**src/logic/decode_settings.svh**
```systemverilog
`ifndef DECODE_SETTINGS_SVH
`define DECODE_SETTINGS_SVH

// instruction field widths.
`define INSTR_W     32
`define OP_W        6
`define REG_W       5
`define SHAMT_W     5
`define FUNCT_W     6
`define IMM_W       16
`define TARGET_W    26

// primary opcodes.
`define OP_SPECIAL  6'b000000
`define OP_REGIMM   6'b000001
`define OP_J        6'b000010
`define OP_JAL      6'b000011
`define OP_BEQ      6'b000100
`define OP_BNE      6'b000101
`define OP_BLEZ     6'b000110
`define OP_BGTZ     6'b000111
`define OP_ADDI     6'b001000
`define OP_ADDIU    6'b001001
`define OP_SLTI     6'b001010
`define OP_SLTIU    6'b001011
`define OP_ANDI     6'b001100
`define OP_ORI      6'b001101
`define OP_XORI     6'b001110
`define OP_LUI      6'b001111
`define OP_COP0     6'b010000
`define OP_LB       6'b100000
`define OP_LH       6'b100001
`define OP_LW       6'b100011
`define OP_LBU      6'b100100
`define OP_LHU      6'b100101
`define OP_SB       6'b101000
`define OP_SH       6'b101001
`define OP_SW       6'b101011

// funct codes of the SPECIAL group.
`define F_SLL       6'b000000
`define F_SRL       6'b000010
`define F_SRA       6'b000011
`define F_SLLV      6'b000100
`define F_SRLV      6'b000110
`define F_SRAV      6'b000111
`define F_JR        6'b001000
`define F_JALR      6'b001001
`define F_SYSCALL   6'b001100
`define F_BREAK     6'b001101
`define F_ADD       6'b100000
`define F_ADDU      6'b100001
`define F_SUB       6'b100010
`define F_SUBU      6'b100011
`define F_AND       6'b100100
`define F_OR        6'b100101
`define F_XOR       6'b100110
`define F_NOR       6'b100111
`define F_SLT       6'b101010
`define F_SLTU      6'b101011

// rt codes of the REGIMM group.
`define B_BLTZ      5'b00000
`define B_BGEZ      5'b00001
`define B_BLTZAL    5'b10000
`define B_BGEZAL    5'b10001

// rs codes of the COP0 group, ERET is the CO form.
`define C_MFC0      5'b00000
`define C_MTC0      5'b00100
`define C_ERET      5'b10000

`define LINK_REG    5'd31

`endif

```
**src/logic/decode_pkg.sv**
```systemverilog
`default_nettype none

`include "decode_settings.svh"

package decode_pkg;

    typedef logic [`REG_W-1:0] reg_addr_t;

    typedef struct packed {
        logic [`OP_W-1:0]    op;
        reg_addr_t           rs;
        reg_addr_t           rt;
        reg_addr_t           rd;
        logic [`SHAMT_W-1:0] shamt;
        logic [`FUNCT_W-1:0] funct;
    } r_fields_t;

    typedef struct packed {
        logic [`OP_W-1:0]  op;
        reg_addr_t         rs;
        reg_addr_t         rt;
        logic [`IMM_W-1:0] imm;
    } i_fields_t;

    typedef struct packed {
        logic [`OP_W-1:0]     op;
        logic [`TARGET_W-1:0] target;
    } j_fields_t;

    // one word, three views of its fields.
    typedef union packed {
        r_fields_t r;
        i_fields_t i;
        j_fields_t j;
    } instr_t;

    typedef enum logic [3:0] {
        ALU_ADD, ALU_ADDU, ALU_SUB, ALU_SUBU,
        ALU_SLT, ALU_SLTU, ALU_AND, ALU_OR,
        ALU_XOR, ALU_NOR, ALU_SLL, ALU_SRL,
        ALU_SRA, ALU_LUI, ALU_PASSA, ALU_PASSB
    } alu_func_t;

    typedef enum logic {REGB, IMM} alu_src_t;

    typedef enum logic [1:0] {MSIZE1, MSIZE2, MSIZE4} msize_t;

    typedef enum logic [2:0] {T_BEQ, T_BNE, T_BGEZ, T_BLTZ, T_BGTZ, T_BLEZ} branch_type_t;

    typedef struct packed {
        alu_func_t    alufunc;
        alu_src_t     alusrc;
        logic         regwrite;
        logic         memtoreg;
        logic         memwrite;
        msize_t       msize;
        logic         memsext;
        logic         zeroext;
        logic         branch;
        branch_type_t branch_type;
        logic         jump;
        logic         jr;
        logic         is_link;
        logic         shamt_valid;
        logic         cp0toreg;
        logic         cp0write;
        logic         is_eret;
        logic         is_sys;
        logic         is_bp;
    } control_t;

    typedef struct packed {
        logic reserved_instr;
        logic syscall;
        logic trap;
    } exc_flags_t;

    typedef enum logic [1:0] {NONE, INSTR, ERET} cp0_type_t;

    typedef struct packed {
        logic       valid;
        cp0_type_t  ctype;
        exc_flags_t etype;
    } cp0_control_t;

    // common result of every decoder.
    typedef struct packed {
        control_t     ctl;
        reg_addr_t    srcrega;
        reg_addr_t    srcregb;
        reg_addr_t    destreg;
        cp0_control_t cp0_ctl;
    } decode_t;

endpackage

`default_nettype wire

```
**src/logic/special_decoder.sv**
```systemverilog
`timescale 1ns/10ps
`default_nettype none

`include "decode_settings.svh"

module special_decoder (
    input  logic [5:0]          funct,
    input  decode_pkg::reg_addr_t rs,
    input  decode_pkg::reg_addr_t rt,
    input  decode_pkg::reg_addr_t rd,
    output decode_pkg::decode_t   result
);
    import decode_pkg::*;

    alu_func_t alu_op;
    logic      reg_op;
    logic      shift_imm;

    // register alu group, everything else falls through to reg_op low.
    always_comb begin
        alu_op    = ALU_ADD;
        reg_op    = 1'b1;
        shift_imm = 1'b0;
        case (funct)
            `F_ADD:  alu_op = ALU_ADD;
            `F_ADDU: alu_op = ALU_ADDU;
            `F_SUB:  alu_op = ALU_SUB;
            `F_SUBU: alu_op = ALU_SUBU;
            `F_SLT:  alu_op = ALU_SLT;
            `F_SLTU: alu_op = ALU_SLTU;
            `F_AND:  alu_op = ALU_AND;
            `F_OR:   alu_op = ALU_OR;
            `F_XOR:  alu_op = ALU_XOR;
            `F_NOR:  alu_op = ALU_NOR;
            `F_SLLV: alu_op = ALU_SLL;
            `F_SRLV: alu_op = ALU_SRL;
            `F_SRAV: alu_op = ALU_SRA;
            `F_SLL: begin
                alu_op    = ALU_SLL;
                shift_imm = 1'b1;
            end
            `F_SRL: begin
                alu_op    = ALU_SRL;
                shift_imm = 1'b1;
            end
            `F_SRA: begin
                alu_op    = ALU_SRA;
                shift_imm = 1'b1;
            end
            default: reg_op = 1'b0;
        endcase
    end

    always_comb begin
        result = '0;
        if (reg_op) begin
            result.ctl.alufunc     = alu_op;
            result.ctl.alusrc      = REGB;
            result.ctl.regwrite    = 1'b1;
            result.ctl.shamt_valid = shift_imm;
            // shift count comes from shamt, so rs is not read.
            result.srcrega         = shift_imm ? '0 : rs;
            result.srcregb         = rt;
            result.destreg         = rd;
        end else begin
            case (funct)
                `F_JR: begin
                    result.ctl.jump = 1'b1;
                    result.ctl.jr   = 1'b1;
                    result.srcrega  = rs;
                end
                `F_JALR: begin
                    result.ctl.jump     = 1'b1;
                    result.ctl.jr       = 1'b1;
                    result.ctl.regwrite = 1'b1;
                    result.ctl.is_link  = 1'b1;
                    result.srcrega      = rs;
                    result.destreg      = rd;
                end
                `F_SYSCALL: begin
                    result.ctl.is_sys              = 1'b1;
                    result.cp0_ctl.valid           = 1'b1;
                    result.cp0_ctl.ctype           = INSTR;
                    result.cp0_ctl.etype.syscall   = 1'b1;
                end
                `F_BREAK: begin
                    result.ctl.is_bp               = 1'b1;
                    result.cp0_ctl.valid           = 1'b1;
                    result.cp0_ctl.ctype           = INSTR;
                    result.cp0_ctl.etype.trap      = 1'b1;
                end
                default: result.cp0_ctl.etype.reserved_instr = 1'b1;
            endcase
        end
    end

endmodule

`default_nettype wire

```
**src/logic/regimm_decoder.sv**
```systemverilog
`timescale 1ns/10ps
`default_nettype none

`include "decode_settings.svh"

module regimm_decoder (
    input  decode_pkg::reg_addr_t rs,
    input  logic [4:0]          rt_code,
    output decode_pkg::decode_t   result
);
    import decode_pkg::*;

    always_comb begin
        result = '0;
        case (rt_code)
            `B_BLTZ, `B_BGEZ, `B_BLTZAL, `B_BGEZAL: begin
                result.ctl.branch = 1'b1;
                result.srcrega    = rs;
                if (rt_code == `B_BGEZ || rt_code == `B_BGEZAL) begin
                    result.ctl.branch_type = T_BGEZ;
                end else begin
                    result.ctl.branch_type = T_BLTZ;
                end
                // AL forms save the return address in r31.
                if (rt_code == `B_BLTZAL || rt_code == `B_BGEZAL) begin
                    result.ctl.regwrite = 1'b1;
                    result.ctl.is_link  = 1'b1;
                    result.destreg      = `LINK_REG;
                end
            end
            default: result.cp0_ctl.etype.reserved_instr = 1'b1;
        endcase
    end

endmodule

`default_nettype wire

```
**src/logic/cop0_decoder.sv**
```systemverilog
`timescale 1ns/10ps
`default_nettype none

`include "decode_settings.svh"

module cop0_decoder (
    input  logic [4:0]          rs_code,
    input  decode_pkg::reg_addr_t rt,
    output decode_pkg::decode_t   result
);
    import decode_pkg::*;

    always_comb begin
        result = '0;
        case (rs_code)
            `C_MFC0: begin
                // cp0 read goes through port a of the alu.
                result.ctl.alufunc   = ALU_PASSA;
                result.ctl.regwrite  = 1'b1;
                result.ctl.cp0toreg  = 1'b1;
                result.destreg       = rt;
                result.cp0_ctl.ctype = INSTR;
            end
            `C_MTC0: begin
                result.ctl.alufunc   = ALU_PASSB;
                result.ctl.cp0write  = 1'b1;
                result.srcregb       = rt;
                result.cp0_ctl.valid = 1'b1;
                result.cp0_ctl.ctype = INSTR;
            end
            `C_ERET: begin
                result.ctl.is_eret   = 1'b1;
                result.cp0_ctl.valid = 1'b1;
                result.cp0_ctl.ctype = ERET;
            end
            default: result.cp0_ctl.etype.reserved_instr = 1'b1;
        endcase
    end

endmodule

`default_nettype wire

```
**src/logic/opcode_decoder.sv**
```systemverilog
`timescale 1ns/10ps
`default_nettype none

`include "decode_settings.svh"

module opcode_decoder (
    input  decode_pkg::instr_t  instr,
    input  logic                valid,
    output decode_pkg::decode_t result
);
    import decode_pkg::*;

    logic [`OP_W-1:0] op;
    reg_addr_t        rs;
    reg_addr_t        rt;
    decode_t          special_res;
    decode_t          regimm_res;
    decode_t          cop0_res;

    assign op = instr.j.op;
    assign rs = instr.i.rs;
    assign rt = instr.i.rt;

    special_decoder u_special (
        .funct  (instr.r.funct),
        .rs     (rs),
        .rt     (rt),
        .rd     (instr.r.rd),
        .result (special_res)
    );

    // the REGIMM code sits in the rt slot.
    regimm_decoder u_regimm (
        .rs      (rs),
        .rt_code (rt),
        .result  (regimm_res)
    );

    cop0_decoder u_cop0 (
        .rs_code (rs),
        .rt      (rt),
        .result  (cop0_res)
    );

    function automatic alu_func_t imm_alu(input logic [`OP_W-1:0] code);
        alu_func_t f;
        case (code)
            `OP_ADDIU: f = ALU_ADDU;
            `OP_SLTI:  f = ALU_SLT;
            `OP_SLTIU: f = ALU_SLTU;
            `OP_ANDI:  f = ALU_AND;
            `OP_ORI:   f = ALU_OR;
            `OP_XORI:  f = ALU_XOR;
            `OP_LUI:   f = ALU_LUI;
            default:   f = ALU_ADD;
        endcase
        return f;
    endfunction

    // width is in the low two opcode bits for both loads and stores.
    function automatic msize_t mem_size(input logic [`OP_W-1:0] code);
        msize_t s;
        case (code[1:0])
            2'b00:   s = MSIZE1;
            2'b01:   s = MSIZE2;
            default: s = MSIZE4;
        endcase
        return s;
    endfunction

    always_comb begin
        result = '0;
        if (valid) begin
            case (op)
                `OP_SPECIAL: result = special_res;
                `OP_REGIMM:  result = regimm_res;
                `OP_COP0:    result = cop0_res;
                `OP_ADDI, `OP_ADDIU, `OP_SLTI, `OP_SLTIU,
                `OP_ANDI, `OP_ORI, `OP_XORI, `OP_LUI: begin
                    result.ctl.alufunc  = imm_alu(op);
                    result.ctl.alusrc   = IMM;
                    result.ctl.regwrite = 1'b1;
                    result.ctl.zeroext  = (op == `OP_ANDI) || (op == `OP_ORI) ||
                                          (op == `OP_XORI);
                    result.srcrega      = (op == `OP_LUI) ? '0 : rs;
                    result.destreg      = rt;
                end
                `OP_LB, `OP_LH, `OP_LW, `OP_LBU, `OP_LHU: begin
                    result.ctl.alusrc   = IMM;
                    result.ctl.regwrite = 1'b1;
                    result.ctl.memtoreg = 1'b1;
                    result.ctl.msize    = mem_size(op);
                    result.ctl.memsext  = (op == `OP_LB) || (op == `OP_LH);
                    result.srcrega      = rs;
                    result.destreg      = rt;
                end
                `OP_SB, `OP_SH, `OP_SW: begin
                    result.ctl.alusrc   = IMM;
                    result.ctl.memwrite = 1'b1;
                    result.ctl.msize    = mem_size(op);
                    result.srcrega      = rs;
                    result.srcregb      = rt;
                end
                `OP_BEQ, `OP_BNE, `OP_BLEZ, `OP_BGTZ: begin
                    result.ctl.branch = 1'b1;
                    result.srcrega    = rs;
                    case (op)
                        `OP_BEQ:  result.ctl.branch_type = T_BEQ;
                        `OP_BNE:  result.ctl.branch_type = T_BNE;
                        `OP_BLEZ: result.ctl.branch_type = T_BLEZ;
                        default:  result.ctl.branch_type = T_BGTZ;
                    endcase
                    if (op == `OP_BEQ || op == `OP_BNE) begin
                        result.srcregb = rt;
                    end
                end
                `OP_J: result.ctl.jump = 1'b1;
                `OP_JAL: begin
                    result.ctl.jump     = 1'b1;
                    result.ctl.regwrite = 1'b1;
                    result.ctl.is_link  = 1'b1;
                    result.destreg      = `LINK_REG;
                end
                default: result.cp0_ctl.etype.reserved_instr = 1'b1;
            endcase
        end
    end

endmodule

`default_nettype wire

```
**src/logic/instr_decoder.sv**
```systemverilog
`timescale 1ns/10ps
`default_nettype none

module instr_decoder (
    input  logic                     clk,
    input  logic                     reset,
    input  logic                     valid,
    input  decode_pkg::instr_t       instr,
    output logic                     ctl_valid,
    output decode_pkg::control_t     ctl,
    output decode_pkg::reg_addr_t    srcrega,
    output decode_pkg::reg_addr_t    srcregb,
    output decode_pkg::reg_addr_t    destreg,
    output decode_pkg::cp0_control_t cp0_ctl
);
    import decode_pkg::*;

    decode_t dec_next;
    decode_t dec_q;
    logic    valid_q;

    opcode_decoder u_opcode (
        .instr  (instr),
        .valid  (valid),
        .result (dec_next)
    );

    always_ff @(posedge clk) begin
        if (reset) begin
            dec_q   <= '0;
            valid_q <= 1'b0;
        end else begin
            dec_q   <= dec_next;
            valid_q <= valid;
        end
    end

    assign ctl_valid = valid_q;
    assign ctl       = dec_q.ctl;
    assign srcrega   = dec_q.srcrega;
    assign srcregb   = dec_q.srcregb;
    assign destreg   = dec_q.destreg;
    assign cp0_ctl   = dec_q.cp0_ctl;

    // no encoding may both branch and jump.
    a_branch_jump: assert property (@(posedge clk) disable iff (reset)
        !(ctl.branch && ctl.jump));

    a_mem_reg: assert property (@(posedge clk) disable iff (reset)
        !(ctl.memwrite && ctl.regwrite));

    // an idle slot carries no control.
    a_idle_zero: assert property (@(posedge clk) disable iff (reset)
        !ctl_valid |-> (ctl == '0));

endmodule

`default_nettype wire

```
**config.mk**
```make
export PLATFORM = sky130hd
export DESIGN_NAME = instr_decoder
export DESIGN_NICKNAME = d
export VERILOG_FILES = /design/src/logic/decode_pkg.sv /design/src/logic/special_decoder.sv /design/src/logic/regimm_decoder.sv /design/src/logic/cop0_decoder.sv /design/src/logic/opcode_decoder.sv /design/src/logic/instr_decoder.sv
export VERILOG_INCLUDE_DIRS = /design/src /design/src/logic
export SDC_FILE = /design/constraint.sdc
export NUM_CORES = 1
export LEC_CHECK = 0
export ABC_CLOCK_PERIOD_IN_PS = 2550
export BUFFER_PORTS_ARGS = -buffer_cell sky130_fd_sc_hd__buf_2
export CORE_AREA = 2 2 93 95
export CTS_CLUSTER_SIZE = 20
export DETAILED_ROUTE_END_ITERATION = 10
export DIE_AREA = 0 0 95 97
export MAX_ROUTING_LAYER = met4
export PLACE_DENSITY = 0.57
export SLEW_MARGIN = 30
export SYNTH_ARGS = -nofsm -noshare
export SYNTH_HDL_FRONTEND = slang
export SYNTH_SLANG_ARGS = --single-unit
```
**constraint.sdc**
```tcl
create_clock -name clk -period 2.55 [get_ports clk]
set_input_delay 0.1275 -clock clk [delete_from_list [all_inputs] [get_ports clk]]
set_output_delay 0.1275 -clock clk [all_outputs]
set_load 0.01 [all_outputs]
```
==> flow_metrics.env, run 1 <==
export IMPL_status="completed"
export IMPL_worstPathArrival_ns=2.24
export IMPL_via_per_inst=4.80
export IMPL_postLayoutCellArea_mm2=0.00261
export IMPL_die_h_um=97
export IMPL_holdCritPathClass="primary input to register"
export IMPL_cts_hold_buf=0
export IMPL_async_reset_ff_frac=0
export IMPL_final_cell_mix="76 x buf_2, 46 x dfxtp_1, 15 x nor2_1, 15 x a21oi_1, 13 x nor3_1"
export IMPL_setup_viol_count_final=0
export IMPL_tns_ns=0
export IMPL_synthCells=227
export IMPL_drv_cap=0
export IMPL_synth_cell_type_count=48
export IMPL_drive_gt1_frac=0.322
export IMPL_placed_area_mm2=0.00251
export IMPL_die_x_um=95
export IMPL_ys_seq_elements=46
export IMPL_timing_fmax_ghz=0.496
export IMPL_p_leak_nw=1.14
export IMPL_multi_input_area_um2=981
export IMPL_dieArea_mm2=0.00922
export IMPL_cts_setup_buffers=0
export IMPL_ys_seq_area_frac=0.461
export IMPL_antenna_found_initial=0
export IMPL_rsz0062_at_grt="false"
export IMPL_synth_nets=262
export IMPL_fin_ws_ns=0.535
export IMPL_synth_area_mm2=0.00200
export IMPL_final_common_cell="buf_2"
export IMPL_tritoncts="done"
export IMPL_power_per_cell_area_mw_per_mm2=512
export IMPL_final_nets=338
export IMPL_firstDrtPassIters=4
export IMPL_dp_hpwl_mm=4.43
export IMPL_worst_slew_pin_slew_ns=0.604
export IMPL_routabilityCongestion=0.856
export IMPL_cts_buffer_depth=2
export IMPL_grt_usage=0.128
export IMPL_start_kind="primary input"
export IMPL_cts_root_buf="clkbuf_8"
export IMPL_final_seq_area_um2=921
export IMPL_vias=1963
export IMPL_synth_edf_count=0
export IMPL_start_util=0.245
export IMPL_ant_nets=0
export IMPL_gr_total_overflow=0
export IMPL_drt_drc_violations_left=0
export IMPL_cts_buffers=5
export IMPL_port_buffers=76
export IMPL_fill_cells=886
export IMPL_endpoint_kind="register"
export IMPL_min_period_ns=2.02
export IMPL_slew_headroom=0.593
export IMPL_ys_warn_count=0
export IMPL_rows=33
export IMPL_cp_required_ns=2.77
export IMPL_irDropWorstVdd_mv=0.199
export IMPL_diodes=0
export IMPL_cts_sinks=46
export IMPL_core_area_mm2=0.00813
export IMPL_crit_type="primary input to register"
export IMPL_wl_per_cell_um=14.2
export IMPL_slew_viol_final=0
export IMPL_synth_flop_cell="dfxtp_1"
export IMPL_dp_worst_setup_slack_ns=0.225
export IMPL_avgSynthCellArea_um2=8.79
export IMPL_final_period_utilization=0.790
export IMPL_clkTransAtPathRegs_ns=0.08
export IMPL_grt_pass1_wl_mm=9.06
export IMPL_drt_initial_drc_count=104
export IMPL_wirelength_mm=5.83
export IMPL_cts_htree_levels=2
export IMPL_grt_max_degree=25
export IMPL_finalHoldViolCount=0
export IMPL_critPathMaxFanout=6
export IMPL_design_portCount=82
export IMPL_area_growth_pct=30.6
export IMPL_grt_pass1_vias=1853
export IMPL_ctsResizeCount=0
## power by group
group | total [mW] | internal (mW) | switching [mW] | leakage (nW)
logic | 0.162 | 0.0613 | 0.100 | 0.721
clock network | 0.446 | 0.219 | 0.228 | 0.0482
registers | 0.725 | 0.724 | 0.00164 | 0.371
## cell families after synthesis
family / share of synthesized area
xor+xnor: 0.0176
compound gates: 0.198
simple gates: 0.266
buf+inv: 0.0470
flops: 0.461
mux: 0.0100
## critical path: stages
cell,delay (ns)
buf_2,0.10
or4_4,0.58
or3_1,0.38
or3_1,0.38
or4_1,0.49
a31oi_1,0.17
## registers in the layout, summed over array words and instances, names as in the netlist
| signal | flops |
|---|---|
| ctl | 25 |
| cp0_ctl | 5 |
| destreg | 5 |
| srcrega | 5 |
| srcregb | 5 |
| ctl_valid | 1 |
## final cells by class
| class | instances | area share |
|---|---|---|
| Inverter | 7 | 0.0101 |
| Multi-Input combinational cell | 157 | 0.376 |
| Clock buffer | 7 | 0.0331 |
| Tap cell | 105 | 0.0504 |
| Clock inverter | 1 | 0.00192 |
| Sequential cell | 46 | 0.353 |
| Timing Repair Buffer | 86 | 0.175 |
## cell usage after synthesis (2+ instances only)
cell type / instances / area share
and3_1: 3 / 0.0094
a311oi_1: 3 / 0.013
o221ai_1: 2 / 0.0088
clkbuf_1: 15 / 0.028
nor4_1: 7 / 0.022
nand4_1: 5 / 0.016
o21ai_0: 7 / 0.018
or2_2: 3 / 0.0094
o211ai_1: 2 / 0.0075
and4_1: 3 / 0.013
or3_1: 4 / 0.013
o21a_1: 3 / 0.011
dfxtp_1: 46 / 0.46
nand3_1: 4 / 0.010
o31ai_1: 2 / 0.0075
or4_1: 2 / 0.0075
nor3_1: 13 / 0.033
a22oi_1: 5 / 0.019
nand2_1: 7 / 0.013
o22ai_1: 2 / 0.0063
a2111oi_0: 2 / 0.0088
mux2i_1: 2 / 0.010
a21boi_0: 2 / 0.0075
nand2b_1: 8 / 0.025
nor2b_1: 3 / 0.0094
inv_1: 6 / 0.011
and2_1: 11 / 0.034
nor2_1: 15 / 0.028
a21oi_1: 15 / 0.038
xnor2_1: 3 / 0.013
a211oi_1: 4 / 0.015
nor3b_1: 2 / 0.0075
## final timing paths
path       from         end  slack (ns)  cells after the start
max   instr[27]     ctl[24]        0.53                      6
min   instr[21]  srcrega[0]        0.06                      2
## per-layer routing
metal  GRT usage  up-vias  part of all wire
li1            -      983                 -
met4      0.0457        0             0.019
met2       0.196       73              0.47
met1       0.166      896              0.45
met3      0.0280       11             0.062
met5           -        -                 0
## per-stage QoR
stage | instances | utilization | hold slack, ns | total power, mW
after floorplan | 227 | - | 0.207 | 0.833
after global placement | 401 | 0.309 | 0.358 | 0.901
after detailed placement | 401 | 0.309 | 0.362 | 0.904
after CTS | 409 | 0.320 | 0.0531 | 1.35
after global routing | 409 | 0.320 | 0.0648 | 1.39
final | 409 | 0.320 | 0.0581 | 1.33
Note: power is estimated with default switching activity, not from simulation.
==> run 2: changes to the inputs <==
--- a/config.mk
+++ b/config.mk
@@ -6,14 +6,14 @@
 export SDC_FILE = /design/constraint.sdc
 export NUM_CORES = 1
 export LEC_CHECK = 0
-export ABC_CLOCK_PERIOD_IN_PS = 2550
+export ABC_CLOCK_PERIOD_IN_PS = 1700
 export BUFFER_PORTS_ARGS = -buffer_cell sky130_fd_sc_hd__buf_2
 export CORE_AREA = 2 2 93 95
 export CTS_CLUSTER_SIZE = 20
 export DETAILED_ROUTE_END_ITERATION = 10
 export DIE_AREA = 0 0 95 97
 export MAX_ROUTING_LAYER = met4
-export PLACE_DENSITY = 0.57
+export PLACE_DENSITY = 0.59
 export SLEW_MARGIN = 30
 export SYNTH_ARGS = -nofsm -noshare
 export SYNTH_HDL_FRONTEND = slang
==> constraint.sdc (replaced) <==
create_clock -name clk -period 1.7 [get_ports clk]
set_input_delay 0.085 -clock clk [delete_from_list [all_inputs] [get_ports clk]]
set_output_delay 0.085 -clock clk [all_outputs]
set_load 0.01 [all_outputs]
==> flow_metrics.env, run 2 (synthesis results as in run 1) <==
export IMPL_status="complete, but fails checks"
export IMPL_violations="setup timing"
export IMPL_timing_fmax_ghz=0.549
export IMPL_cp_required_ns=1.93
export IMPL_irDropWorstVdd_mv=0.316
export IMPL_antenna_found_initial=0
export IMPL_min_period_ns=1.82
export IMPL_drt_initial_drc_count=173
export IMPL_final_util=0.358
export IMPL_cts_buffers=5
export IMPL_drt_drc_violations_left=0
export IMPL_rows=33
export IMPL_postLayoutCellArea_mm2=0.00291
export IMPL_final_nets=365
export IMPL_start_util=0.245
export IMPL_grt_max_degree=25
export IMPL_holdCritPathClass="primary input to register"
export IMPL_wirelength_mm=6.18
export IMPL_crit_type="primary input to register"
export IMPL_slew_viol_final=0
export IMPL_fin_ws_ns=-0.121
export IMPL_grt_usage=0.137
export IMPL_critPathMaxFanout=2
export IMPL_placed_area_mm2=0.00270
export IMPL_tns_ns=-0.144
export IMPL_dieArea_mm2=0.00922
export IMPL_grt_pass1_wl_mm=9.69
export IMPL_clkTransAtPathRegs_ns=0.08
export IMPL_die_x_um=95
export IMPL_gr_total_overflow=0
export IMPL_final_common_cell="buf_2"
export IMPL_dp_hpwl_mm=4.71
export IMPL_cts_buffer_depth=2
export IMPL_ant_nets=0
export IMPL_drv_cap=0
export IMPL_start_kind="primary input"
export IMPL_p_leak_nw=1.29
export IMPL_dp_cells=424
export IMPL_core_area_mm2=0.00813
export IMPL_grt_pass1_vias=1978
export IMPL_setup_viol_count_final=6
export IMPL_design_portCount=82
export IMPL_cts_sinks=46
export IMPL_endpoint_kind="register"
export IMPL_via_per_inst=4.86
export IMPL_cts_root_buf="clkbuf_8"
export IMPL_dp_worst_setup_slack_ns=-0.508
export IMPL_cts_htree_levels=2
export IMPL_diodes=0
export IMPL_firstDrtPassIters=4
export IMPL_routabilityCongestion=0.873
export IMPL_wl_per_cell_um=14.2
export IMPL_largest_reg_flops=25
export IMPL_vias=2120
export IMPL_final_cell_mix="75 x buf_2, 46 x dfxtp_1, 36 x buf_4"
export IMPL_tritoncts="done"
export IMPL_final_period_utilization=1.07
export IMPL_power_per_cell_area_mw_per_mm2=747
export IMPL_finalHoldViolCount=0
export IMPL_fin_cells=436
export IMPL_drive_gt1_frac=0.402
export IMPL_worstPathArrival_ns=2.05
export IMPL_worst_slew_pin_slew_ns=0.663
export IMPL_slew_headroom=0.553
export IMPL_port_buffers=76
export IMPL_area_growth_pct=45.8
export IMPL_whs_ns=0.0146
export IMPL_total_power_mw=2.18
export IMPL_rsz0062_at_grt="true"
export IMPL_die_h_um=97
run 2: cell types whose count changed in the layout (fill, tap and decap cells not counted), sizes merged:
cell	previous run	this run
clkbuf	7	6
buf	86	113
bufinv	0	1
clkinvlp	0	1
clkinv	2	1
run 2: worst paths after layout:
| check | start | end | slack, ns | depth (start not counted) |
|---|---|---|---|---|
| worst max-delay path | instr[28] | ctl[24] | -0.12 | 6 |
| worst min-delay path | instr[24] | srcrega[3] | 0.01 | 2 |
run 2: critical path, stage by stage:
cell	delay, ns
buf_6	0.09
or4_4	0.55
or3_4	0.35
or3_4	0.34
or4_1	0.48
a31oi_1	0.16
run 2: power breakdown:
part	switching (mW)	internal [mW]
clock network	0.354	0.438
registers	0.00213	1.09
logic	0.171	0.125
total	0.527	1.65
run 2: per-layer routing:
metal,vias up,routed length (µm),global-route usage
li1,1041,-,-
met1,988,2610,0.173
met2,83,3070,0.218
met3,8,411,0.0249
met4,0,90,0.0513
met5,-,0,-
run 2: area by class of cell:
cell class / count / area, µm²
clock inverters: 2 / 37.5
flip-flops and latches: 46 / 921
well taps: 105 / 131
multi-input cells: 157 / 1050
inverters: 7 / 26.3
repair buffers: 113 / 668
clock buffers: 6 / 72.6
fillers: 828 / 5220
run 2: timing repair:
action / 4_1_cts / 5_1_grt
hold endpoints to repair: 0 / 0
hold buffers: 0 / 0
pin swaps: 5 / 15
gates resized for setup: 7 / 5
buffers inserted: 3 / 1
setup endpoints to repair: 9 / 17
==> run 3: changes to the inputs <==
--- a/config.mk
+++ b/config.mk
@@ -6,14 +6,15 @@
 export SDC_FILE = /design/constraint.sdc
 export NUM_CORES = 1
 export LEC_CHECK = 0
-export ABC_CLOCK_PERIOD_IN_PS = 1700
+export ABC_CLOCK_PERIOD_IN_PS = 1600
 export BUFFER_PORTS_ARGS = -buffer_cell sky130_fd_sc_hd__buf_2
-export CORE_AREA = 2 2 93 95
+export CORE_AREA = 2 2 103 85
 export CTS_CLUSTER_SIZE = 20
 export DETAILED_ROUTE_END_ITERATION = 10
-export DIE_AREA = 0 0 95 97
+export DIE_AREA = 0 0 105 87
 export MAX_ROUTING_LAYER = met4
 export PLACE_DENSITY = 0.59
+export SKIP_LAST_GASP = 1
 export SLEW_MARGIN = 30
 export SYNTH_ARGS = -nofsm -noshare
 export SYNTH_HDL_FRONTEND = slang
==> constraint.sdc (replaced) <==
create_clock -name clk -period 1.6 [get_ports clk]
set_input_delay 0.08 -clock clk [delete_from_list [all_inputs] [get_ports clk]]
set_output_delay 0.08 -clock clk [all_outputs]
set_load 0.01 [all_outputs]
==> flow_metrics.env, run 3 (synthesis results as in run 1) <==
export IMPL_gr_total_overflow=0
export IMPL_wl_per_cell_um=13.8
export IMPL_setup_viol_count_final=16
export IMPL_core_area_mm2=0.00818
export IMPL_diodes=0
export IMPL_p_sw_frac=0.249
export IMPL_holdCritPathClass="primary input to register"
export IMPL_fin_ws_ns=-0.127
export IMPL_design_portCount=82
export IMPL_tritoncts="done"
export IMPL_grt_pass1_vias=1934
export IMPL_final_cell_mix="75 x buf_2, 46 x dfxtp_1, 39 x buf_4"
export IMPL_grt_pass1_wl_mm=9.72
export IMPL_drt_initial_drc_count=146
export IMPL_total_power_mw=2.34
export IMPL_grt_usage=0.139
export IMPL_tns_ns=-0.820
export IMPL_wl_met1_mm=3.04
export IMPL_dp_hpwl_mm=4.84
export IMPL_die_h_um=87
export IMPL_finalHoldViolCount=0
export IMPL_drv_cap=0
export IMPL_clkTransAtPathRegs_ns=0.09
export IMPL_comb_power_share=0.135
export IMPL_slew_headroom=0.580
export IMPL_p_int_mw=1.76
export IMPL_cts_buffers=5
export IMPL_crit_type="primary input to register"
export IMPL_cp_required_ns=1.84
export IMPL_start_kind="primary input"
export IMPL_rsz0062_at_grt="true"
export IMPL_final_common_cell="buf_2"
export IMPL_worst_slew_pin_slew_ns=0.624
export IMPL_status="complete, but fails checks"
export IMPL_grt_max_degree=25
export IMPL_start_util=0.244
export IMPL_cts_sinks=46
export IMPL_violations="setup timing"
export IMPL_irDropWorstVdd_mv=0.362
export IMPL_cts_htree_levels=2
export IMPL_ant_nets=0
export IMPL_rows=30
export IMPL_final_nets=370
export IMPL_min_period_ns=1.73
export IMPL_largest_reg_flops=25
export IMPL_firstDrtPassIters=4
export IMPL_drive_gt1_frac=0.408
export IMPL_port_buffers=76
export IMPL_vias=2064
export IMPL_endpoint_kind="register"
export IMPL_via_per_inst=4.61
export IMPL_final_period_utilization=1.08
export IMPL_dieArea_mm2=0.00914
export IMPL_p_leak_nw=1.32
export IMPL_area_growth_pct=47.3
export IMPL_timing_fmax_ghz=0.579
export IMPL_routabilityCongestion=0.793
export IMPL_p_switching_uw=582
export IMPL_critPathMaxFanout=3
export IMPL_die_x_um=105
export IMPL_wl_met3_um=242
export IMPL_wl_met2_mm=2.86
export IMPL_wirelength_mm=6.20
export IMPL_cts_buffer_depth=2
export IMPL_power_per_cell_area_mw_per_mm2=796
export IMPL_drt_drc_violations_left=0
export IMPL_dr_max_layer_used="met4"
export IMPL_antenna_found_initial=0
export IMPL_pwr_share_seq=0.493
export IMPL_slew_viol_final=0
export IMPL_worstPathArrival_ns=1.97
export IMPL_cts_root_buf="clkbuf_8"
export IMPL_clkPwrFrac=0.371
[run 3: what timing repair did]
action                     in CTS  in global routing
setup endpoints to repair      16                 17
hold buffers                    0                  0
resized for setup               7                  3
buffers inserted                0                  1
pin swaps                       9                  6
[run 3: critical path, cell delays in order]
cell and delay (ns):
buf_6 0.09, or4_4 0.57, or3_4 0.35, or3_4 0.34, or4_1 0.40, a31oi_1 0.13
[run 3: area by class of cell]
type	instances	area (µm²)
Tap cell	112	140
Multi-Input combinational cell	157	1030
Fill cell	890	5240
Clock buffer	5	68.8
Timing Repair Buffer	118	713
Clock inverter	3	43.8
Inverter	7	26.3
Sequential cell	46	921
[run 3: power groups by stage]
stage | Sequential, mW | Combinational (mW) | Clock [mW]
after floorplan | 1.19 | 0.143 | 0
after global placement | 1.18 | 0.306 | 0
after detailed placement | 1.18 | 0.306 | 0
after CTS | 1.16 | 0.313 | 0.885
after global routing | 1.16 | 0.345 | 0.935
final | 1.16 | 0.317 | 0.869
[run 3: through the flow]
stage          cells  hold WS [ns]  setup WS, ns  area [µm²]  utilization
6_report         448        0.0222        -0.127        2940        0.359
5_1_grt          448        0.0236        -0.148        2940        0.359
4_1_cts          447        0.0172        -0.128        2920        0.356
3_5_place_dp     439         0.330        -0.594        2770        0.338
3_3_place_gp     439         0.325        -0.596        2770        0.338
2_1_floorplan    227         0.159        -0.438        2020            -
[run 3: path summary, 6_finish.rpt]
check | start | to | slack, ns | depth (start not counted)
worst min-delay path | instr[19] | srcregb[3] | 0.02 | 2
worst max-delay path | instr[28] | ctl[24] | -0.13 | 6
[run 3: routing by layer]
layer / track usage / vias to the layer above
met5: - / -
met4: 0.0424 / 0
met3: 0.0239 / 4
met2: 0.220 / 51
met1: 0.184 / 958
li1: - / 1051
